<file path="src/verilog/chiplet_pkg.sv">
package chiplet_pkg;

    localparam int WORD_WIDTH       = 32;
    localparam int NODE_ID_WIDTH    = 4;
    localparam int PKT_LENGTH_WIDTH = 5;

    // length field sits at the bottom of the header word.
    localparam int HDR_LEN_LSB = 0;

    typedef logic [WORD_WIDTH-1:0]       word_t;
    typedef logic [NODE_ID_WIDTH-1:0]    node_id_t;

    // last flit index, header counted as index zero.
    typedef logic [PKT_LENGTH_WIDTH-1:0] pkt_len_t;

endpackage

</file>
<file path="src/verilog/tx_fsm.sv">
`timescale 1ns/1ps

module tx_fsm import chiplet_pkg::*; #(
    parameter int NUM_MSGS   = 4,
    parameter int BUF_AWIDTH = 8,
    localparam int ID_W      = (NUM_MSGS > 1) ? $clog2(NUM_MSGS) : 1
) (
    input  logic                  clk,
    input  logic                  n_rst,
    input  logic                  pend_valid,
    input  logic [ID_W-1:0]       pend_id,
    input  logic [BUF_AWIDTH-1:0] pend_addr,
    output logic                  done,
    output logic [ID_W-1:0]       done_id,
    output logic                  rd_en,
    output logic [BUF_AWIDTH-1:0] rd_addr,
    input  word_t                 rd_data,
    output logic                  cnt_clear,
    output logic                  cnt_en,
    output pkt_len_t              cnt_last,
    input  pkt_len_t              cnt_value,
    input  logic                  cnt_done,
    output logic                  push_en,
    output logic [ID_W-1:0]       push_id,
    input  logic                  room
);

    typedef enum logic [1:0] {
        IDLE,
        READ_HDR,
        LOAD_LEN,
        SEND
    } state_e;

    state_e                state;
    state_e                next_state;
    logic [ID_W-1:0]       cur_id;
    logic [BUF_AWIDTH-1:0] cur_addr;

    always_ff @(posedge clk, negedge n_rst) begin
        if (!n_rst) begin
            state    <= IDLE;
            cur_id   <= '0;
            cur_addr <= '0;
        end else begin
            state <= next_state;
            if (state == IDLE && pend_valid) begin
                cur_id   <= pend_id;
                cur_addr <= pend_addr;
            end
        end
    end

    // header length field, sampled in LOAD_LEN.
    assign cnt_last = rd_data[HDR_LEN_LSB +: PKT_LENGTH_WIDTH];

    assign done_id = cur_id;
    assign push_id = cur_id;

    always_comb begin
        next_state = state;
        rd_en      = 1'b0;
        rd_addr    = cur_addr;
        cnt_clear  = 1'b0;
        cnt_en     = 1'b0;
        push_en    = 1'b0;
        done       = 1'b0;

        case (state)
            IDLE: begin
                if (pend_valid) begin
                    next_state = READ_HDR;
                end
            end
            READ_HDR: begin
                rd_en      = 1'b1;
                next_state = LOAD_LEN;
            end
            LOAD_LEN: begin
                cnt_clear  = 1'b1;
                next_state = SEND;
            end
            SEND: begin
                rd_addr = cur_addr + BUF_AWIDTH'(cnt_value);
                if (room) begin
                    rd_en   = 1'b1;
                    push_en = 1'b1;   // header goes out again as flit zero.
                    cnt_en  = 1'b1;
                    if (cnt_done) begin
                        done       = 1'b1;
                        next_state = IDLE;
                    end
                end
            end
            default: begin
                next_state = IDLE;
            end
        endcase
    end

endmodule

</file>
<file path="config.mk">
export PLATFORM = sky130hd
export DESIGN_NAME = tx_fsm
export DESIGN_NICKNAME = d
export VERILOG_FILES = /design/src/verilog/chiplet_pkg.sv /design/src/verilog/tx_fsm.sv
export SDC_FILE = /design/constraint.sdc
export NUM_CORES = 1
export LEC_CHECK = 0
export ABC_AREA = 1
export BUFFER_PORTS_ARGS = -buffer_cell sky130_fd_sc_hd__buf_2
export CAP_MARGIN = 20
export CORE_MARGIN = 8
export CORE_UTILIZATION = 42
export CTS_BUF_LIST = sky130_fd_sc_hd__clkbuf_16
export CTS_CLUSTER_DIAMETER = 30
export DETAILED_ROUTE_END_ITERATION = 8
export PLACE_DENSITY = 0.84
export RECOVER_POWER = 100
export SYNTH_ARGS = -nofsm -noshare
export SYNTH_HDL_FRONTEND = slang
export SYNTH_SLANG_ARGS = --single-unit
</file>
<file path="constraint.sdc">
create_clock -name clk -period 3.65 [get_ports clk]
set_clock_uncertainty 0.15 [all_clocks]
set_input_delay 0.365 -clock clk [delete_from_list [all_inputs] [get_ports clk]]
set_output_delay 0.365 -clock clk [all_outputs]
set_load 0.02 [all_outputs]
</file>
==> reports/metrics.csv, run 1 <==
metric,value,unit
tightestPinTransition,0.620,ns
tns,0,ns
multi_input_area,493,µm²
regArea,300,µm²
fin_util,0.518,
final_antenna_net_count,0,
async_flop_share,1.00,
min_path_type,in2reg,
slew_violations,0,
routed_wl,2.32,mm
drc,0,
n_fill_cell,226,
start_kind,register,
syn_area_per_cell,7.96,µm²
grt_max_degree,14,
io_pins,74,
overflow,0,
final_cells,178,
rows,17,
cts_tree,done,
dp_hpwl,1.85,mm
synthFlopType,dfrtp_1,
antennaDiodeCount,0,
min_period,2.51,ns
drive_gt1_frac,0.167,
crit_type,reg2out,
clk_path_buf_depth,2,
io_buffers,36,
netlist_instances,120,
path_clk_slew,0.04,ns
synthDistinctLibCells,20,
ys_seq_area_frac,0.315,
worstPathRequired,3.13,ns
nNetsFinal,215,
crit_fanout,3,
first_global_vias,969,
finalSetupViolCount,0,
leakage,0.619,nW
clock_latency,0.23,ns
synth-edff-count,0,
status,"complete, no violations",
root_buffer,clkbuf_16,
finalCritPeriodShare,0.689,
cp_common_cell,nand2_1,
cp-end-kind,output pin,
drtIter0Drc,11,
layout_common_cells,"nand2_1 (33), buf_2 (18), clkbuf_1 (18)",
coreArea,2190,µm²
ir_drop,0.443,mV
start_util,0.436,
ctsHtreeMaxLevel,1,
yosysWarnings,0,
routabilityCongestion,0.769,
cap_violations,0,
mostFrequentLayoutCell,nand2_1,
hold_viol_final,0,
slew_headroom,0.587,
antenna_found_initial,0,
worstRegToRegCells,4,
worstPathCellList,"ha_1, inv_1, fa_1, inv_1, nand2_1, nand2_1, nand3_1, nand2_1, nand3_1, nand2_1, clkbuf_1",
rsz0062_at_grt,no,
fmax,398,MHz
avgViaCountPerCell,4.80,
vias,854,
cp_slowest_stage_delay,0.38,ns
power.density,987,nW/µm²
clock_sinks,12,
hold_slack,0.198,ns
dp.cells,174,
critPathSlowestCell,fa_1,
synthesis.nets,183,
cts_buffers,3,
holdPathStages,2,
area_delta_synth_final,18.9,%
grt_first_pass_wirelength,4.02,mm
cp.arrival,2.00,ns
dieArea,4050,µm²
synth.cell_area,955,µm²
ys_ff_latch,12,
grt_usage,0.118,
routedWlPerCell,13.0,µm
dieHeight,63.7,µm
die_w,63.7,µm
drtPass1Iterations,4,
-- worst paths after layout --
check	slack [ns]	from	end
setup reg to reg	1.94	state[0]	done_id[1]
hold reg to reg	0.40	done_id[0]	done_id[0]
setup / recovery	1.14	cur_addr[0]	rd_addr[6]
hold / removal	0.20	pend_addr[7]	cur_addr[7]
min in group asynchronous	0.50	n_rst	done_id[0]
max in group asynchronous	2.44	n_rst	state[1]
-- timing repair --
| item | CTS | global route |
|---|---|---|
| gates resized for setup | 0 | 0 |
| hold endpoints to repair | 12 | 0 |
| buffers inserted | 0 | 0 |
| hold buffers | 1 | 0 |
-- kinds of logic after synthesis --
logic type	synth area share
AND/OR/NAND/NOR	0.222
buffers and inverters	0.147
AO/OA/AOI/OAI	0.0668
flip-flops	0.315
adder cells (fa/ha/maj)	0.152
multiplexers	0.0983
-- sequential cells by signal (all words and copies together), names as in the netlist --
signal    flops
cur_addr      8
done_id       2
state         2
-- report_power, final --
part | internal (mW) | total [mW] | leakage (nW) | switching, mW
Clock | 0.142 | 0.194 | 0.0370 | 0.0516
Combinational | 0.221 | 0.667 | 0.444 | 0.446
Sequential | 0.202 | 0.259 | 0.138 | 0.0569
Total | 0.565 | 1.12 | 0.619 | 0.555
-- layer usage --
metal  track usage  vias to the layer above  share of wire
met5             0                        -              0
met4        0.0613                        0          0.020
met1         0.116                      380           0.44
met2         0.222                       38           0.48
li1              -                      430              -
met3        0.0283                        6          0.061
-- worst max-delay path, delay by kind of cell (launching register included) --
family / cells / cell delay [ns]
fa+ha+maj: 2 / 0.58
buf+inv: 3 / 0.36
flops: 1 / 0.37
simple gates: 6 / 0.44
-- synthesized netlist by cell type (3+ instances only) --
cell	count	share of area
nand2_1	32	0.13
inv_1	17	0.067
dfrtp_1	12	0.31
ha_1	10	0.13
a21oi_1	8	0.042
buf_4	8	0.063
nor2_1	8	0.031
nand3_1	6	0.031
mux2_4	4	0.063
mux2_2	3	0.035
o21ai_0	3	0.016
-- stage by stage --
step	area, µm²	setup WS, ns	total power [mW]
CTS	1180	1.19	1.19
finish	1130	1.14	1.12
floorplan	955	1.50	0.804
detailed placement	1090	1.39	0.979
global placement	1090	1.43	0.946
global route	1130	0.971	1.22
-- layout make-up --
type,instances,area share
Multi-Input combinational cell,81,0.434
Sequential cell,12,0.265
Timing Repair Buffer,37,0.148
Clock buffer,3,0.0662
Inverter,17,0.0562
Tap cell,28,0.0309
No activity file was read; power rests on OpenSTA's default activity.
==> run 2, diff against run 1 <==
--- a/config.mk
+++ b/config.mk
@@ -9,11 +9,11 @@
 export BUFFER_PORTS_ARGS = -buffer_cell sky130_fd_sc_hd__buf_2
 export CAP_MARGIN = 20
 export CORE_MARGIN = 8
-export CORE_UTILIZATION = 42
+export CORE_UTILIZATION = 35
 export CTS_BUF_LIST = sky130_fd_sc_hd__clkbuf_16
 export CTS_CLUSTER_DIAMETER = 30
 export DETAILED_ROUTE_END_ITERATION = 8
-export PLACE_DENSITY = 0.84
+export PLACE_DENSITY = 0.75
 export RECOVER_POWER = 100
 export SYNTH_ARGS = -nofsm -noshare
 export SYNTH_HDL_FRONTEND = slang
==> constraint.sdc (replaced) <==
create_clock -name clk -period 2.1 [get_ports clk]
set_clock_uncertainty 0.15 [all_clocks]
set_input_delay 0.21 -clock clk [delete_from_list [all_inputs] [get_ports clk]]
set_output_delay 0.21 -clock clk [all_outputs]
set_load 0.02 [all_outputs]
==> reports/metrics.csv, run 2 (synthesis gave the netlist of run 1 again) <==
metric,value,unit,change
coreArea,2660,µm²,+22%
wl_met3,105,µm,-26%
worst_slack,-0.0219,ns,-1.16 ns
dieArea,4650,µm²,+15%
finalSetupViolCount,1,,+1
wl_met1,980,µm,-3.0%
routedWlPerCell,11.5,µm,-12%
clock_latency,0.23,ns,about the same
routed_wl,2.12,mm,-8.6%
wl_met2,1.01,mm,-9.6%
hold_viol_final,0,,unchanged
status,"finished, violations left",,
worstRegToRegCells,4,,unchanged
nNetsFinal,219,,+1.9%
io_buffers,36,,unchanged
worstPathCellList,"ha_2, inv_2, fa_2, inv_2, nand2_2, nand2_2, nand3_2, nand2_2, nand2_1, nand2_1, nand2_1, buf_6",,
clock_sinks,12,,unchanged
tightestPinTransition,0.625,ns,+0.00472 ns
crit_type,reg2out,,
violations,negative setup slack,,
rsz0062_at_grt,yes,,
fmax,471,MHz,
final_antenna_net_count,0,,unchanged
vias,834,,-2.3%
area_delta_synth_final,27.7,%,
grt_usage,0.0970,,-0.0212
clk_path_buf_depth,2,,unchanged
start_util,0.359,,-0.0772
grt_max_degree,14,,unchanged
drive_gt1_frac,0.299,,+0.132
critPathSlowestCell,dfrtp_1,,
root_buffer,clkbuf_16,,
min_period,2.12,ns,
ir_drop,1.16,mV,+160%
drtIter0Drc,20,,+9
drtPass1Iterations,4,,unchanged
mostFrequentLayoutCell,nand2_1,,
crit_buf_inv,3,,unchanged
cp_slowest_stage_delay,0.34,ns,-0.04 ns
ctsHtreeMaxLevel,1,,unchanged
cts_tree,done,,
overflow,0,,unchanged
routabilityCongestion,0.758,,-1.5%
avgViaCountPerCell,4.51,,-6.0%
leakage,0.659,nW,+6.4%
slew_violations,0,,unchanged
layout_common_cells,"nand2_1 (29), buf_2 (20), inv_1 (15)",,
largest_register_ffs,8,,unchanged
cts_buffers,3,,unchanged
rows,19,,+2
cap_violations,0,,unchanged
hold_slack,0.0442,ns,-0.154 ns
min_path_type,in2reg,,
power.density,1700,nW/µm²,+73%
io_pins,74,,unchanged
first_global_vias,895,,-7.6%
holdPathStages,2,,unchanged
finalCritPeriodShare,1.01,,
cp-end-kind,output pin,,
path_clk_slew,0.04,ns,about the same
drc,0,,unchanged
cp_top_family,adder cells,,
p_total,2.07,mW,+85%
grt_first_pass_wirelength,3.62,mm,-9.9%
slew_headroom,0.584,,-0.00315
die_w,68.2,µm,+7.1%
top_register,cur_addr,,
worstPathRequired,1.74,ns,-1.39 ns
antenna_found_initial,0,,unchanged
top_layer,met4,,
dieHeight,68.2,µm,+7.1%
crit_fanout,2,,-1
worst-path-stages,12,,+1
start_kind,register,,
dp_hpwl,1.71,mm,-7.2%
antennaDiodeCount,0,,unchanged
cp.arrival,1.76,ns,-0.24 ns
-- run 2: cell types whose count changed in the layout (fill, tap and decap cells not counted), moves of 2 or more --
| cell | previous run | this run |
|---|---|---|
| buf_2 | 18 | 20 |
| buf_4 | 0 | 5 |
| clkbuf_1 | 18 | 11 |
| clkbuf_2 | 0 | 3 |
| ha_1 | 10 | 8 |
| inv_1 | 17 | 15 |
| inv_2 | 0 | 2 |
| nand2_1 | 33 | 29 |
| nand2_2 | 0 | 4 |
-- run 2: layout make-up --
class,instances,area [µm²]
Clock buffer,3,75.1
Fill cell,284,1440
Inverter,17,63.8
Multi-Input combinational cell,81,526
Sequential cell,12,300
Tap cell,31,38.8
Timing Repair Buffer,41,215
-- run 2: worst paths after layout --
path                       slack [ns]         start     endpoint
max                             -0.02   cur_addr[0]   rd_addr[6]
min                              0.04  pend_addr[7]  cur_addr[7]
max reg2reg                      0.39      state[0]   done_id[1]
min reg2reg                      0.37   cur_addr[7]  cur_addr[7]
max in group asynchronous        1.04         n_rst  cur_addr[1]
min in group asynchronous        0.35         n_rst   done_id[1]
-- run 2: stage by stage --
step,cell area (µm²),util,setup slack (ns),TNS (ns),cells
after floorplan,955,-,0.116,0,120
after global placement,1100,0.415,0.110,0,178
after detailed placement,1100,0.415,0.0849,0,178
after CTS,1220,0.459,-0.0395,-0.0395,183
after global routing,1220,0.458,-0.129,-0.165,185
final,1220,0.458,-0.0219,-0.0219,185
-- run 2: what timing repair did --
action / in CTS / in global routing
setup endpoints to repair: 2 / 4
hold buffers: 1 / 0
gates resized for setup: 11 / 3
buffers inserted: 1 / 2
pin swaps: 2 / 1
hold endpoints to repair: 12 / 0
-- run 2: where the power goes --
part           internal (mW)  switching (mW)  total [mW]
registers              0.351          0.0958       0.447
logic                  0.504           0.792        1.30
clock network          0.247          0.0852       0.332
total                   1.10           0.973        2.07
-- run 2: routing by layer --
layer  global-route usage  vias up
met5                    0        -
met4               0.0307        0
met3               0.0196        2
met2                0.163       25
met1                0.121      371
li1                     -      436
