<file path="config.mk">
export PLATFORM = sky130hd
export DESIGN_NAME = msg_table
export DESIGN_NICKNAME = d
export VERILOG_FILES = /design/src/verilog/msg_table.sv
export SDC_FILE = /design/constraint.sdc
export NUM_CORES = 1
export LEC_CHECK = 0
export ABC_AREA = 1
export BUFFER_PORTS_ARGS = -buffer_cell sky130_fd_sc_hd__buf_4
export CORE_MARGIN = 8
export CORE_UTILIZATION = 25
export DETAILED_ROUTE_END_ITERATION = 8
export PLACE_DENSITY_LB_ADDON = 0.15
export SLEW_MARGIN = 20
export SYNTH_ARGS = -nofsm -noshare
export SYNTH_HDL_FRONTEND = slang
export SYNTH_SLANG_ARGS = --single-unit
</file>
<file path="constraint.sdc">
create_clock -name clk -period 1.7 [get_ports clk]
set_input_delay 0.17 -clock clk [delete_from_list [all_inputs] [get_ports clk]]
set_output_delay 0.17 -clock clk [all_outputs]
set_load 0.02 [all_outputs]
</file>
<file path="src/verilog/msg_table.sv">
`timescale 1ns/1ps

module msg_table #(
    parameter int NUM_MSGS   = 4,
    parameter int BUF_AWIDTH = 8,
    localparam int ID_W      = (NUM_MSGS > 1) ? $clog2(NUM_MSGS) : 1
) (
    input  logic                  clk,
    input  logic                  n_rst,
    input  logic                  post_valid,
    output logic                  post_ready,
    input  logic [ID_W-1:0]       post_id,
    input  logic [BUF_AWIDTH-1:0] post_addr,
    output logic                  pend_valid,
    output logic [ID_W-1:0]       pend_id,
    output logic [BUF_AWIDTH-1:0] pend_addr,
    input  logic                  done,
    input  logic [ID_W-1:0]       done_id
);

    logic [BUF_AWIDTH-1:0] start_addr [NUM_MSGS];
    logic [NUM_MSGS-1:0]   pending;
    logic [NUM_MSGS-1:0]   cand;
    logic                  busy;      // fsm is sending busy_id.
    logic [ID_W-1:0]       busy_id;
    logic                  post_fire;

    assign post_ready = !pending[post_id];
    assign post_fire  = post_valid && post_ready;

    always_ff @(posedge clk) begin
        if (post_fire) begin
            start_addr[post_id] <= post_addr;
        end
    end

    always_ff @(posedge clk, negedge n_rst) begin
        if (!n_rst) begin
            pending <= '0;
        end else begin
            if (post_fire) begin
                pending[post_id] <= 1'b1;
            end
            if (done) begin
                pending[done_id] <= 1'b0;
            end
        end
    end

    // the fsm takes any pick presented while it idles.
    always_ff @(posedge clk, negedge n_rst) begin
        if (!n_rst) begin
            busy    <= 1'b0;
            busy_id <= '0;
        end else if (done) begin
            busy <= 1'b0;
        end else if (pend_valid && !busy) begin
            busy    <= 1'b1;
            busy_id <= pend_id;
        end
    end

    // lowest pending id, skipping the one in service.
    always_comb begin
        cand = pending;
        if (busy) begin
            cand[busy_id] = 1'b0;
        end
        pend_valid = |cand;
        pend_id    = '0;
        for (int i = NUM_MSGS - 1; i >= 0; i--) begin
            if (cand[i]) begin
                pend_id = ID_W'(i);
            end
        end
    end

    assign pend_addr = start_addr[pend_id];

endmodule

</file>
==> reports/results.ini, run 1 <==
[timing]
fin_crit_ns = 1.91
max_freq_mhz = 524
setup_ws_ns = -0.210
slew_headroom = 0.805
fin_skew_ns = 0.00212
rsz0062_at_grt = true
finalHoldViolations = 0
tightest_slew_ns = 0.289
slew_viol_final = 0
post-route-period-util = 1.12
setup_viol = 11

[detailed_routing]
postRouteAntennaNets = 0
drtPass1Iterations = 4
wl_per_cell_um = 13.6
via_per_inst = 4.10
route.vias.total = 1399
drc = 0
drt_iter0_markers = 101
wirelength_mm = 4.65

[synth]
synth_edf_count = 32
yosysTopAreaCell = edfxtp_1
synth_area_leaders = edfxtp_1 (50%), inv_1 (9.2%), dfrtp_1 (9.2%), nand3_1 (7.3%), nand2_1 (6.7%)
synth_seq_cells = 39
ys_async_sr_fraction = 0.179
synthCells = 189
synth_top_area_share = 0.503
ys_seq_area_frac = 0.595
synth.distinct_cells = 22
netlist_area_um2 = 1910
syn_area_per_cell_um2 = 10.1
yosys_warnings = 0
synthTopCellsByCount = inv_1 (47), nand2_1 (34), edfxtp_1 (32), nand3_1 (28), nand3_2 (9)
synth_ff_type = edfxtp_1
syn_nets = 205
synth.most_common_cell = inv_1

[grt]
grt_max_degree = 19
grt_use_total = 0.0876
overflow = 0
first_global_vias = 1353
grt_first_pass_wirelength_mm = 6.91
antenna_found_initial = 0

[cts]
clock_sinks = 39
cts_buffer_depth = 2
htree_levels = 2
cts_tree = done
path_clk_slew_ns = 0.07
clockRootBuffer = clkbuf_8
numCtsBuffers = 5
clk-insertion-delay-late_ns = 0.29

[final_layout]
design_area_um2 = 2800
drive_gt1_frac = 0.473
finalNetCount = 255
area_growth_pct = 46.5
diodes = 0

[setup_path]
crit_buf_inv = 4
critPathTopFamily = buffers and inverters
critical_path_class = reg -> out
r2r_slack_ns = 0.17
critical-path-slowest-cell = dfrtp_2
path_cells = inv_2 -> nand2_2 -> o21ai_4 -> buf_8 -> clkbuf_16 -> nand3_2 -> nand3_2 -> nand2_2 -> buf_6
cp.arrival_ns = 1.74
crit_path_start_kind = flop
cp-end-kind = output port
r2r-end = start_addr[3][1]$_DFFE_PP_
cp.required_ns = 1.53
crit_path_max_fanout = 8
slowest_delay_ns = 0.44
r2r_start = pending[0]$_DFF_PN0_
reg2reg_depth = 6

[hold_path]
holdPathStages = 2
min_from = done
hold-path-endpoint = busy$_DFFE_PN0P_
hold_class = in -> reg

[placed_design]
dpl.hpwl_mm = 3.02
portBuffers = 27
place_area_um2 = 2310
place_congestion = 0.661

[status]
violations = setup timing
status = finished, violations left

[die]
ios = 28
die_w_um = 103
core_area_um2 = 7570
rows = 32
start_util = 0.252
die_area_um2 = 10700
dieHeight_um = 103

[power]
p_total_w = 0.00368
cellPowerDensity_nw_per_um2 = 1320
irDropWorstVdd_uv = 529
p_leak_nw = 1.27

[run]
drv_cap = 0

==> sequential cells by signal (all words and copies together), names as in the netlist <==
signal and cells:
pending 4, busy_id 2, busy 1, start_addr 32
==> layout make-up <==
class / count / area (µm²)
Multi-Input combinational cell: 98 / 744
Clock buffer: 5 / 68.8
Fill cell: 751 / 4770
Inverter: 50 / 193
Tap cell: 102 / 128
Clock inverter: 2 / 8.76
Timing Repair Buffer: 45 / 515
Sequential cell: 39 / 1140
==> layer usage <==
layer	global-route usage	routed length (µm)
met1	0.0993	1990
met2	0.148	2450
met3	0.0261	145
met4	0.0400	66
met5	0	0
==> layout by cell type, fill, tap and decap left out, types with 2 or more instances in the layout <==
master,synthesis,final
a21oi_1,4,3
inv_2,2,3
edfxtp_1,32,32
nand3_2,9,32
buf_4,0,22
nand2_1,34,23
buf_6,2,12
nand2_2,2,13
nor2_1,5,5
clkbuf_16,0,2
clkbuf_8,0,5
nand4_1,4,4
nand3_4,0,2
dfrtp_1,7,4
inv_1,47,46
dfrtp_2,0,3
o21ai_4,2,2
buf_12,0,7
nand2_4,3,3
nand3_1,28,3
==> what timing repair did <==
item	4_1_cts	5_1_grt
resized for setup	17	48
setup buffers	8	1
endpoints found under the hold margin	7	0
setup endpoints to repair	10	11
pin swaps	3	28
cloned	0	3
hold buffers	1	0
==> worst reg2reg max path, delay by kind of cell, from the launching register on <==
kind            cells  cell delay (ns)
simple gates        1             0.14
flops               1             0.42
buf+inv             3             0.37
compound gates      2             0.32
==> where the power goes <==
part	internal (W)	leakage [nW]	switching, W
clock	0.000273	0.0414	0.000308
sequential	0.00112	0.375	0.0000840
combinational	0.000863	0.852	0.00104
==> worst max-delay path by stage <==
stage / slack, ns / startpoint / cells after the start / to
3_3_place_gp: 0.02 / busy_id[0]$_DFFE_PN0P_ / 9 / pend_addr[3]
6_report: -0.21 / busy_id[0]$_DFFE_PN0P_ / 9 / pend_addr[7]
2_1_floorplan: 0.14 / busy_id[0]$_DFFE_PN0P_ / 8 / pend_addr[0]
3_5_place_dp: -0.02 / busy_id[0]$_DFFE_PN0P_ / 9 / pend_addr[3]
5_1_grt: -0.28 / busy_id[0]$_DFFE_PN0P_ / 9 / pend_addr[1]
4_1_cts: -0.25 / busy_id[0]$_DFFE_PN0P_ / 9 / pend_addr[3]
==> through the flow <==
step | TNS, ns | hold slack [ns] | instances | util | worst slack (ns)
3_5_place_dp | -0.0697 | -0.00985 | 321 | 0.305 | -0.0215
3_3_place_gp | 0 | -0.00925 | 321 | 0.305 | 0.0206
4_1_cts | -2.09 | 0.0626 | 337 | 0.334 | -0.247
2_1_floorplan | 0 | -0.126 | 189 | - | 0.140
6_report | -1.77 | 0.0676 | 341 | 0.370 | -0.210
5_1_grt | -2.59 | 0.0617 | 341 | 0.370 | -0.283
==> cells by family (layout without fill, tap and decap cells) <==
family          after synthesis  in the layout  share of synthesized area
flops                        39             39                      0.595
simple gates                 87             88                      0.248
buf+inv                      53            102                      0.115
compound gates               10             10                     0.0419
(Power assumes the default switching activity.)
==> inputs of run 2 (changes only) <==
--- a/config.mk
+++ b/config.mk
@@ -5,10 +5,10 @@
 export SDC_FILE = /design/constraint.sdc
 export NUM_CORES = 1
 export LEC_CHECK = 0
-export ABC_AREA = 1
+export ABC_AREA = 0
 export BUFFER_PORTS_ARGS = -buffer_cell sky130_fd_sc_hd__buf_4
 export CORE_MARGIN = 8
-export CORE_UTILIZATION = 25
+export CORE_UTILIZATION = 55
 export DETAILED_ROUTE_END_ITERATION = 8
 export PLACE_DENSITY_LB_ADDON = 0.15
 export SLEW_MARGIN = 20
==> reports/results.ini, run 2 <==
[cts]
cts_buffer_depth = 2
clk-insertion-delay-late_ns = 0.35
cts_tree = done
numCtsBuffers = 5
path_clk_slew_ns = 0.11
clockRootBuffer = clkbuf_4
clock_sinks = 39
htree_levels = 2

[synth]
synth_top_area_share = 0.559
ys_async_sr_fraction = 0.179
syn_nets = 123
netlist_area_um2 = 1720
synth_area_leaders = edfxtp_1 (56%), mux2i_1 (15%), dfrtp_1 (10%), o32a_1 (2.9%), mux4_1 (1.5%)
synth_edf_count = 32
yosysTopAreaCell = edfxtp_1
synth_seq_cells = 39
ys_seq_area_frac = 0.661
synth.most_common_cell = edfxtp_1
syn_area_per_cell_um2 = 16.1
synth_ff_type = edfxtp_1
yosys_warnings = 0
synthTopCellsByCount = edfxtp_1 (32), mux2i_1 (25), dfrtp_1 (7), inv_1 (6), nor2_1 (6)
synthCells = 107
synth.distinct_cells = 27

[detailed_routing]
postRouteAntennaNets = 0
via_per_inst = 5.64
drtPass1Iterations = 4
route.vias.total = 1150
drt_iter0_markers = 32
wl_per_cell_um = 19.7
drc = 0
wirelength_mm = 4.02

[timing]
post-route-period-util = 1.32
rsz0062_at_grt = true
setup_tns_ns = -4.92
fin_crit_ns = 2.24
setup_viol = 13
slew_viol_final = 0
tightest_slew_ns = 0.339
slew_headroom = 0.773
max_freq_mhz = 446
setup_ws_ns = -0.545
finalHoldViolations = 0
fin_skew_ns = 0.00672

[final_layout]
top_register = start_addr
largest_register_ffs = 32
final_core_util = 0.799
finalNetCount = 186
diodes = 0
drive_gt1_frac = 0.503
final_common_cell = buf_4
top_regs = start_addr: 32 flops, pending: 4 flops, busy_id: 2 flops
area_growth_pct = 39.5
final_cell_mix = buf_4 (40), edfxtp_1 (32), mux2i_1 (14), mux2i_2 (11)
final_cells = 204

[die]
dieHeight_um = 71.9
die_w_um = 71.9
die_area_um2 = 5170
ios = 28
core_area_um2 = 3000
start_util = 0.573
rows = 20

[power]
switchingPower_w = 0.00115
power_frac_comb = 0.511
intPower_w = 0.00224
cellPowerDensity_nw_per_um2 = 1420
irDropWorstVdd_uv = 892
p_leak_nw = 0.946
p_total_w = 0.00340
p_sw_frac = 0.339
clockPowerShare = 0.131
pwr-share-seq = 0.358

[grt]
grt_use_total = 0.149
antenna_found_initial = 0
first_global_vias = 1207
grt_first_pass_wirelength_mm = 5.76
grt_max_degree = 19
overflow = 0

[setup_path]
critical_path_class = reg -> out
cp.required_ns = 1.53
crit_path_max_fanout = 6
cp.arrival_ns = 2.07
cp-end-kind = output port
crit_path_start_kind = flop

[placed_design]
portBuffers = 27
dp.cells = 182
place_congestion = 0.873
dpl.hpwl_mm = 2.69
pre_cts_slack_ns = -0.126

[hold_path]
hold_class = in -> reg

[status]
violations = setup timing
status = finished, violations left

[run]
drv_cap = 0

-- run 2: cell count changes after synthesis, sizes merged, moves of 2 or more --
cell    before  now
a21oi        4    0
inv         50    6
nand4        4    0
o21ai        5    2
nand2       39    3
nand3       37    1
o21bai       0    2
mux2i        0   25
o32a         0    5
-- run 2: power by group through the flow --
stage / Combinational [W] / Sequential (W) / Clock, W
4_1_cts: 0.00145 / 0.00120 / 0.000461
5_1_grt: 0.00182 / 0.00123 / 0.000497
2_1_floorplan: 0.000904 / 0.00120 / 0
3_3_place_gp: 0.00135 / 0.00121 / 0
3_5_place_dp: 0.00139 / 0.00122 / 0
6_report: 0.00173 / 0.00122 / 0.000445
-- run 2: worst max-delay path, stage by stage (launching register included) --
cell,delay (ns)
dfrtp_1,0.44
and3b_1,0.23
o21ai_1,0.08
a32oi_2,0.18
buf_6,0.17
buf_12,0.13
mux2i_1,0.25
mux2i_2,0.10
buf_4,0.16
-- run 2: final cells by class --
class | instances | area (µm²)
sequential | 39 | 1140
inverter | 6 | 22.5
clock inverter | 1 | 5.00
fill | 178 | 604
clock buffer | 7 | 45.0
timing repair buffer | 59 | 554
tap | 33 | 41.3
multi-input combinational | 59 | 588
-- run 2: final timing paths --
check | from | to | slack [ns] | depth (start not counted)
min in group asynchronous | n_rst | pending[2]$_DFF_PN0_ | 0.16 | 2
setup / recovery | busy_id[0]$_DFFE_PN0P_ | pend_addr[4] | -0.54 | 8
hold reg to reg | pending[2]$_DFF_PN0_ | pending[2]$_DFF_PN0_ | 0.59 | 1
max in group asynchronous | n_rst | busy$_DFFE_PN0P_ | 1.41 | 2
hold / removal | post_addr[5] | start_addr[1][5]$_DFFE_PP_ | 0.02 | 1
setup reg to reg | busy_id[0]$_DFFE_PN0P_ | busy_id[0]$_DFFE_PN0P_ | -0.09 | 7
-- run 2: cells by family (layout without fill, tap and decap cells) --
kind of cell / count (synthesis) / in the layout / share of synthesized area
multiplexers: 27 / 27 / 0.167
buffers and inverters: 9 / 73 / 0.0378
AO/OA/AOI/OAI: 12 / 12 / 0.0648
flip-flops: 39 / 39 / 0.661
AND/OR/NAND/NOR: 20 / 20 / 0.0691
-- run 2: stage by stage --
step | hold WS, ns | instance area (µm²)
2_1_floorplan | -0.126 | 1760
3_3_place_gp | -0.0167 | 2130
3_5_place_dp | -0.0164 | 2130
4_1_cts | 0.00192 | 2250
5_1_grt | -0.00462 | 2400
6_report | 0.0242 | 2400
-- run 2: per-layer routing --
layer	vias up	wire (µm)	GRT usage
li1	541	-	-
met1	573	1610	0.152
met2	31	2150	0.264
met3	5	198	0.0592
met4	0	61	0.0612
met5	-	0	0
-- run 2: timing repair --
item	CTS	global route
pin swaps	0	0
endpoints found under the setup margin	12	13
gates cloned	0	3
resized for setup	5	15
hold endpoints to repair	15	12
buffers inserted	1	3
hold buffers	4	3
