==> config.mk <==
export PLATFORM = sky130hd
export DESIGN_NAME = flit_queue
export DESIGN_NICKNAME = d
export VERILOG_FILES = /design/src/verilog/chiplet_pkg.sv /design/src/verilog/flit_queue.sv
export SDC_FILE = /design/constraint.sdc
export NUM_CORES = 1
export LEC_CHECK = 0
export ABC_CLOCK_PERIOD_IN_PS = 6110
export BUFFER_PORTS_ARGS = -buffer_cell sky130_fd_sc_hd__buf_2
export CAP_MARGIN = 20
export CORE_MARGIN = 3
export CORE_UTILIZATION = 56
export DETAILED_ROUTE_END_ITERATION = 6
export PLACE_DENSITY = 0.84
export SYNTH_ARGS = -nofsm -noshare
export SYNTH_HDL_FRONTEND = slang
export SYNTH_SLANG_ARGS = --single-unit
==> constraint.sdc <==
create_clock -name clk -period 6.11 [get_ports clk]
set_clock_uncertainty 0.1 [all_clocks]
set_input_delay 0.611 -clock clk [delete_from_list [all_inputs] [get_ports clk]]
set_output_delay 0.611 -clock clk [all_outputs]
set_load 0.02 [all_outputs]
==> src/verilog/chiplet_pkg.sv <==
package chiplet_pkg;

    localparam int WORD_WIDTH       = 32;
    localparam int NODE_ID_WIDTH    = 4;
    localparam int PKT_LENGTH_WIDTH = 5;

    // length field sits at the bottom of the header word.
    localparam int HDR_LEN_LSB = 0;

    typedef logic [WORD_WIDTH-1:0]       word_t;
    typedef logic [NODE_ID_WIDTH-1:0]    node_id_t;

    // last flit index, header counted as index zero.
    typedef logic [PKT_LENGTH_WIDTH-1:0] pkt_len_t;

endpackage

==> src/verilog/flit_queue.sv <==
`timescale 1ns/1ps

module flit_queue import chiplet_pkg::*; #(
    parameter int NUM_MSGS = 4,
    localparam int ID_W    = (NUM_MSGS > 1) ? $clog2(NUM_MSGS) : 1
) (
    input  logic            clk,
    input  logic            n_rst,
    input  logic            push_en,
    input  logic [ID_W-1:0] push_id,
    input  word_t           rd_data,
    input  node_id_t        node_id,
    output logic            room,
    output logic            flit_valid,
    input  logic            flit_ready,
    output logic [ID_W-1:0] flit_id,
    output node_id_t        flit_req,
    output word_t           flit_payload
);

    logic [ID_W-1:0] id_q  [2];
    node_id_t        req_q [2];
    word_t           pay_q [2];

    logic            push_q;     // read in flight.
    logic [ID_W-1:0] push_id_q;
    logic            wr_ptr;
    logic            rd_ptr;
    logic [1:0]      count;
    logic            pop;
    logic [2:0]      occ;

    assign pop = flit_valid && flit_ready;

    // entries held next cycle, counting the one in flight.
    assign occ  = 3'(count) + 3'(push_q) - 3'(pop);
    assign room = (occ < 3'd2);

    always_ff @(posedge clk, negedge n_rst) begin
        if (!n_rst) begin
            push_q    <= 1'b0;
            push_id_q <= '0;
        end else begin
            push_q    <= push_en;
            push_id_q <= push_id;
        end
    end

    always_ff @(posedge clk) begin
        if (push_q) begin
            id_q[wr_ptr]  <= push_id_q;
            req_q[wr_ptr] <= node_id;
            pay_q[wr_ptr] <= rd_data;
        end
    end

    always_ff @(posedge clk, negedge n_rst) begin
        if (!n_rst) begin
            wr_ptr <= 1'b0;
            rd_ptr <= 1'b0;
            count  <= '0;
        end else begin
            if (push_q) begin
                wr_ptr <= !wr_ptr;
            end
            if (pop) begin
                rd_ptr <= !rd_ptr;
            end
            count <= occ[1:0];
        end
    end

    assign flit_valid   = (count != 2'd0);
    assign flit_id      = id_q[rd_ptr];
    assign flit_req     = req_q[rd_ptr];
    assign flit_payload = pay_q[rd_ptr];

endmodule

==> flow_summary_export.csv, run 1 <==
group,metric,value,unit
grt,grt_pass1_wl,7760,um
cts,cts.sinks,83,
logic_synthesis,syn_avg_cell_area,22.0,sq um
sta,layout_min_cycle_time,2940,ps
pwr,seqPwrFrac,46.5,%
logic_synthesis,yosys_warnings,0,
sta,finalCritPeriodShare,48.0,%
logic_synthesis,synth_edf_count,76,
cts,clockBufferDepth,2,
critical_path,arrival,2220,ps
logic_synthesis,ys_seq_area_share,79.8,%
logic_synthesis,synthCells,140,
worst_hold_path,min_from,"push_en",
pwr,p_leak,1.49,nW
sta,fin_setup_tns,0,ps
drt,dr_wl_met3,389,um
final_layout,diodes,0,
place,dpl.hpwl,3240,um
logic_synthesis,synth_nets,185,
place,gp_congestion,0.658,
grt,grt_pass1_vias,1623,
logic_synthesis,synth_top_area_share,74.1,%
final_layout,fin_area,3780,sq um
logic_synthesis,synth_commonest_cells,"76 x edfxtp_1, 28 x mux2_2, 10 x mux2_4",
cts,cts_inserted_buffers,9,
critical_path,critPathLaunch,"count[1]",
drt,route.layer.met1.wl,2030,um
grt,track_usage,16.6,%
drt,vias,1505,
final_layout,num-nets-final,275,
critical_path,crit_buf_inv,2,
pwr,clkPwrFrac,22.1,%
sta,fin_hold_ws,278,ps
place,dp_slack,3310,ps
pwr,internal-power,1.24,mW
worst_hold_path,timing.hold.worst.class,"in -> reg",
sta,hold_violations,0,
final_layout,drive_gt1_share,57.3,%
drt,highest_layer,"met4",
drt,drt_iter0_markers,90,
critical_path,r2r-start,"count[1]",
critical_path,critical_path.max_stage_delay,420,ps
pwr,switchingPower,0.567,mW
floorplanning,die_x,80.1,um
logic_synthesis,yosysTopAreaCell,"edfxtp_1",
critical_path,cp.required,5400,ps
pwr,swShare,31.4,%
sta,relSlewSlack,35.0,%
cts,cts_htree_levels,3,
critical_path,critPathCaptureType,"primary output",
logic_synthesis,synthesis.area,3080,sq um
floorplanning,num_rows,26,
drt,vias_per_cell,4.95,
pwr,powerDensity,478,nW/um^2
pwr,peakVddDrop,0.406,mV
grt,grt-ovfl-total,0,
floorplanning,core_area,5200,sq um
final_layout,areaGrowthSynthToFinish,22.7,%
logic_synthesis,synth_top_flop_cell,"edfxtp_1",
drt,first_pass_iters,4,
critical_path,criticalPathCategory,"reg -> out",
drt,route.detailed.drc,0,
drt,drt-total-wl,4980,um
logic_synthesis,yosys.cell_count.top_type,"edfxtp_1",
grt,grt_max_degree,40,
final_layout,finish.utilization,72.5,%
sta,drv_slew,0,
sta,fmax,341,MHz
sta,tightest_slew,975,ps
critical_path,critical_path.slowest_cell,"dfrtp_1",
pwr,p_comb_share,31.4,%
critical_path,r2r_slack,4290,ps
logic_synthesis,ys_ff_latch,83,
critical_path,crit_chain,"o21a_1 > ha_1 > inv_1 > ha_1 > fa_1 > xnor2_1 > nor2_1 > buf_2",
drt,ant_nets,0,
sta,setup_viol_count_final,0,
job,drv_cap,0,
place,io_buffer_count,81,
floorplanning,die_h,80.1,um
cts,cts_root_buf,"clkbuf_8",
floorplanning,initial_core_util,59.1,%
logic_synthesis,synth_cell_type_count,17,
final_layout,fillers,331,
grt,antenna_found_initial,0,
cts,clk_pin_slew_worst_paths,70,ps
outcome,status,"finished clean",
critical_path,path_common_cell,"ha_1",
drt,wl_per_cell,16.4,um
critical_path,start_kind,"register",
cts,clkLatencyLatePin,330,ps
logic_synthesis,netlist_top_cells_area,"edfxtp_1 74%, mux2_2 10%, dfrtp_1 5.7%",
floorplanning,ios,82,
sta,timing.final.ws_setup,3170,ps
cts,holdBufCountCts,1,
critical_path,path_delay_family,"adder cells",
place,placedInstanceArea,3540,sq um
floorplanning,dieArea,6420,sq um
cts,post_cts_resized,0,
logic_synthesis,synth-async-reset-ratio,8.43,%
cts,post_cts_buffers,0,
critical_path,cp_max_fo,3,
cts,cts_tree,"done",
sta,rsz0062_at_grt,"false",
drt,met2WireLength,2480,um
[sequential cells by signal, summed over array words and instances, names as in the netlist]
register and cells:
push_q 1, count 2, push_id_q 2, req_q 8, pay_q 64, id_q 4
rd_ptr 1, wr_ptr 1
[metal layers]
metal	track usage (%)	vias up
met5	0	-
met4	8.11	0
met3	5.16	9
met2	27.2	58
met1	20.1	723
li1	-	715
[worst reg2reg max path, cell delays in order (launching register included)]
cell     delay [ps]
dfrtp_1         420
o21a_1          220
ha_1            280
inv_1            40
ha_1            180
fa_1            460
[path summary, 6_finish.rpt]
| path | endpoint | cells past startpoint |
|---|---|---|
| min in group asynchronous | push_q | 2 |
| max reg2reg | count[1] | 5 |
| min | push_q | 1 |
| min reg2reg | id_q[1][0] | 0 |
| max | room | 8 |
| max in group asynchronous | rd_ptr | 2 |
[through the flow]
step | cells | total power [mW]
2_1_floorplan | 140 | 1.25
3_3_place_gp | 287 | 1.40
3_5_place_dp | 287 | 1.42
4_1_cts | 303 | 1.81
5_1_grt | 304 | 1.89
6_report | 304 | 1.80
[cell families after synthesis]
group / synth area share [%]
adders and majority gates: 1.46
buffers and inverters: 1.83
and+or+nand+nor: 0.650
muxes: 15.1
AOI/OAI and AO/OA: 0.244
xor gates and xnor gates: 0.854
DFF: 79.8
[cell type report]
cell class / count / area (sq um) / area share, %
multi-input cells: 49 / 573 / 15.2
clock buffers: 12 / 135 / 3.58
clock inverters: 3 / 63.8 / 1.69
inverters: 4 / 15.0 / 0.398
flip-flops and latches: 83 / 2460 / 65.1
well taps: 70 / 87.6 / 2.32
repair buffers: 83 / 443 / 11.7
[power by group through the flow]
stage	Combinational, mW	Clock (mW)	Sequential (mW)
2_1_floorplan	0.463	0	0.789
3_3_place_gp	0.554	0	0.846
3_5_place_dp	0.561	0	0.854
4_1_cts	0.564	0.403	0.842
5_1_grt	0.609	0.431	0.855
6_report	0.566	0.399	0.839
[placed cells by master (no fill, tap or decap), types with 2 or more instances in the layout]
cell        n
inv_1       4
edfxtp_1   76
dfrtp_1     6
xor2_1      2
mux2_4     10
bufinv_16   2
mux2_2     28
clkbuf_8    9
ha_1        2
clkbuf_1    3
buf_2      81
Note: power is estimated with default switching activity, not from simulation.
==> run 2: changes to the inputs <==
Settings changed: ABC_AREA from default to 1, ABC_CLOCK_PERIOD_IN_PS 6110 to 2900, CORE_UTILIZATION 56 to 51, PLACE_DENSITY 0.84 to 0.78.
Clock period 6.11 ns to 2.9 ns, I/O delays scaled along.
==> run 2 against run 1 <==
Net effect: cell count is 29% higher; die area rose by 8.4%; design area decreased by 0.43%; worst hold slack lost 240 ps; sequential share of layout area is 0.25 points higher; count of clock-buffer cells in the layout fell by 2; synthesized area shrank 0.65%; register-to-register slack got worse by 3400 ps; wire length up 4.5%; combinational power is 150% higher; synthesized cell count is 61% higher; non-clock buffer count is 5 higher; critical endpoint unchanged; largest cell class unchanged.
==> flow_summary_export.csv, run 2 <==
group,metric,value,unit
drt,route.detailed.drc,0,
cts,clk_pin_slew_worst_paths,80,ps
place,gp_congestion,0.733,
sta,finalCritPeriodShare,96.1,%
logic_synthesis,synth_commonest_cells,"118 x nand2_1, 76 x edfxtp_1, 7 x dfrtp_1, 7 x inv_1, 5 x buf_2",
place,dp_slack,530,ps
sta,layout_min_cycle_time,2790,ps
grt,track_usage,15.5,%
place,io_buffer_count,81,
sta,tightest_slew,661,ps
drt,first_pass_iters,4,
floorplanning,dieArea,6960,sq um
drt,wl_per_cell,13.3,um
pwr,p_leak,1.66,nW
critical_path,criticalPathCategory,"reg -> out",
critical_path,arrival,2400,ps
final_layout,drive_gt1_share,30.6,%
grt,grt_pass1_wl,8300,um
grt,grt_max_degree,40,
logic_synthesis,synthCells,226,
cts,clockBufferDepth,2,
final_layout,fillers,412,
critical_path,start_kind,"register",
sta,fmax,359,MHz
critical_path,cp_max_fo,3,
pwr,switchingPower,1.41,mW
sta,timing.final.ws_setup,113,ps
logic_synthesis,synth_edf_count,76,
floorplanning,ios,82,
critical_path,cp.required,2510,ps
logic_synthesis,syn_avg_cell_area,13.5,sq um
final_layout,largest_reg_flops,64,
worst_hold_path,timing.hold.worst.class,"in -> reg",
drt,vias,1901,
drt,drt_iter0_markers,75,
drt,ant_nets,0,
place,dpl.hpwl,3360,um
floorplanning,num_rows,27,
cts,cts_tree,"done",
logic_synthesis,synth_cell_type_count,14,
final_layout,layout_commonest_cell,"nand2_1",
pwr,swShare,37.2,%
drt,drt-total-wl,5210,um
logic_synthesis,ys_ff_latch,83,
final_layout,biggestRegsByFlops,"pay_q x64, req_q x8, id_q x4",
pwr,seqPwrFrac,43.5,%
logic_synthesis,yosys_warnings,0,
pwr,internal-power,2.38,mW
cts,clkLatencyLatePin,330,ps
pwr,p_comb_share,37.2,%
place,placedInstanceArea,3550,sq um
grt,grt_pass1_vias,1922,
logic_synthesis,ys_seq_area_share,80.4,%
critical_path,critPathCaptureType,"primary output",
cts,post_cts_resized,0,
pwr,clkPwrFrac,19.3,%
cts,cts_htree_levels,3,
logic_synthesis,yosysTopAreaCell,"edfxtp_1",
sta,fin_setup_tns,0,ps
final_layout,mostFrequentLayoutCells,"118 x nand2_1, 81 x buf_2, 76 x edfxtp_1",
job,drv_cap,0,
logic_synthesis,yosys.cell_count.top_type,"nand2_1",
final_layout,fin_area,3760,sq um
final_layout,diodes,0,
final_layout,num-nets-final,362,
logic_synthesis,synth_nets,271,
logic_synthesis,synthesis.area,3060,sq um
sta,drv_slew,0,
pwr,peakVddDrop,0.519,mV
floorplanning,die_h,83.4,um
floorplanning,die_x,83.4,um
logic_synthesis,netlist_top_cells_area,"edfxtp_1 75%, nand2_1 14%, dfrtp_1 5.7%",
drt,vias_per_cell,4.85,
floorplanning,core_area,5640,sq um
final_layout,top_register,"pay_q",
sta,rsz0062_at_grt,"false",
pwr,powerDensity,1010,nW/um^2
pwr,finalPower,3.80,mW
final_layout,finish.utilization,66.6,%
sta,setup_viol_count_final,0,
sta,hold_violations,0,
cts,cts_inserted_buffers,9,
cts,cts_root_buf,"clkbuf_8",
sta,relSlewSlack,55.8,%
final_layout,areaGrowthSynthToFinish,23.0,%
outcome,status,"finished clean",
cts,cts.sinks,83,
logic_synthesis,synth-async-reset-ratio,8.43,%
grt,grt-ovfl-total,0,
grt,antenna_found_initial,0,
floorplanning,initial_core_util,54.2,%
logic_synthesis,synth_top_flop_cell,"edfxtp_1",
logic_synthesis,synth_top_area_share,74.6,%
## run 2: cell count changes in the layout (fill, tap and decap cells not counted), sizes merged, moves of 2 or more
cell,change
nand2,+117
clkbuf,-2
inv,+3
dlygate4sd3,+3
clkinv,+3
buf,+2
mux2,-38
## run 2: layout make-up
| class | count | area (sq um) | share of cell area (%) |
|---|---|---|---|
| Sequential cell | 83 | 2460 | 65.4 |
| Multi-Input combinational cell | 127 | 531 | 14.1 |
| Timing Repair Buffer | 88 | 480 | 12.8 |
| Clock buffer | 10 | 128 | 3.39 |
| Tap cell | 72 | 90.1 | 2.40 |
| Clock inverter | 4 | 43.8 | 1.16 |
| Inverter | 8 | 30.0 | 0.799 |
## run 2: layer usage
| metal | part of all wire, % | GRT usage [%] | routed length, um |
|---|---|---|---|
| met5 | 0 | 0 | 0 |
| met2 | 53 | 27.7 | 2770 |
| met4 | 2.0 | 8.77 | 105 |
| met3 | 7.2 | 5.46 | 374 |
| met1 | 37 | 15.5 | 1950 |
## run 2: what timing repair did
item / CTS / global route
hold endpoints to repair: 10 / 0
hold buffers: 4 / 0
setup buffers: 0 / 0
## run 2: path summary, 6_finish.rpt
kind	from	to	slack (ps)	cells past startpoint
worst max register to register	count[1]	count[1]	930	6
max in group asynchronous	n_rst	wr_ptr	2330	2
worst min-delay path	rd_data[24]	pay_q[1][24]	40	1
worst min register to register	push_id_q[1]	id_q[1][1]	350	0
min in group asynchronous	n_rst	count[1]	210	2
worst max-delay path	count[1]	room	110	9
## run 2: cells by family after synthesis
family                     synth area share (%)
and+or+nand+nor                            14.9
DFF                                        80.4
buffers and inverters                      2.54
adders and majority gates                  1.47
xor gates and xnor gates                  0.573
AOI/OAI and AO/OA                         0.164
## run 2: through the flow
| stage | instances | hold WS, ps |
|---|---|---|
| floorplan | 226 | -106 |
| global placement | 374 | 34.4 |
| detailed placement | 374 | 32.1 |
| CTS | 392 | 22.8 |
| global route | 392 | 17.7 |
| finish | 392 | 39.7 |
## run 2: power by group through the flow
stage | Combinational, mW | Clock, mW | Sequential [mW]
after global routing | 1.55 | 0.819 | 1.66
final | 1.41 | 0.733 | 1.65
after global placement | 1.39 | 0 | 1.66
after CTS | 1.43 | 0.752 | 1.65
after detailed placement | 1.43 | 0 | 1.68
after floorplan | 0.954 | 0 | 1.67
## run 2: worst max-delay path, cell delays in order, from the launching register on
cell     delay [ps]
dfrtp_1         430
o21ai_0         220
inv_1            90
ha_1            290
inv_1            40
ha_1            190
fa_1            380
xnor2_1         140
nor2_1           90
buf_2           180
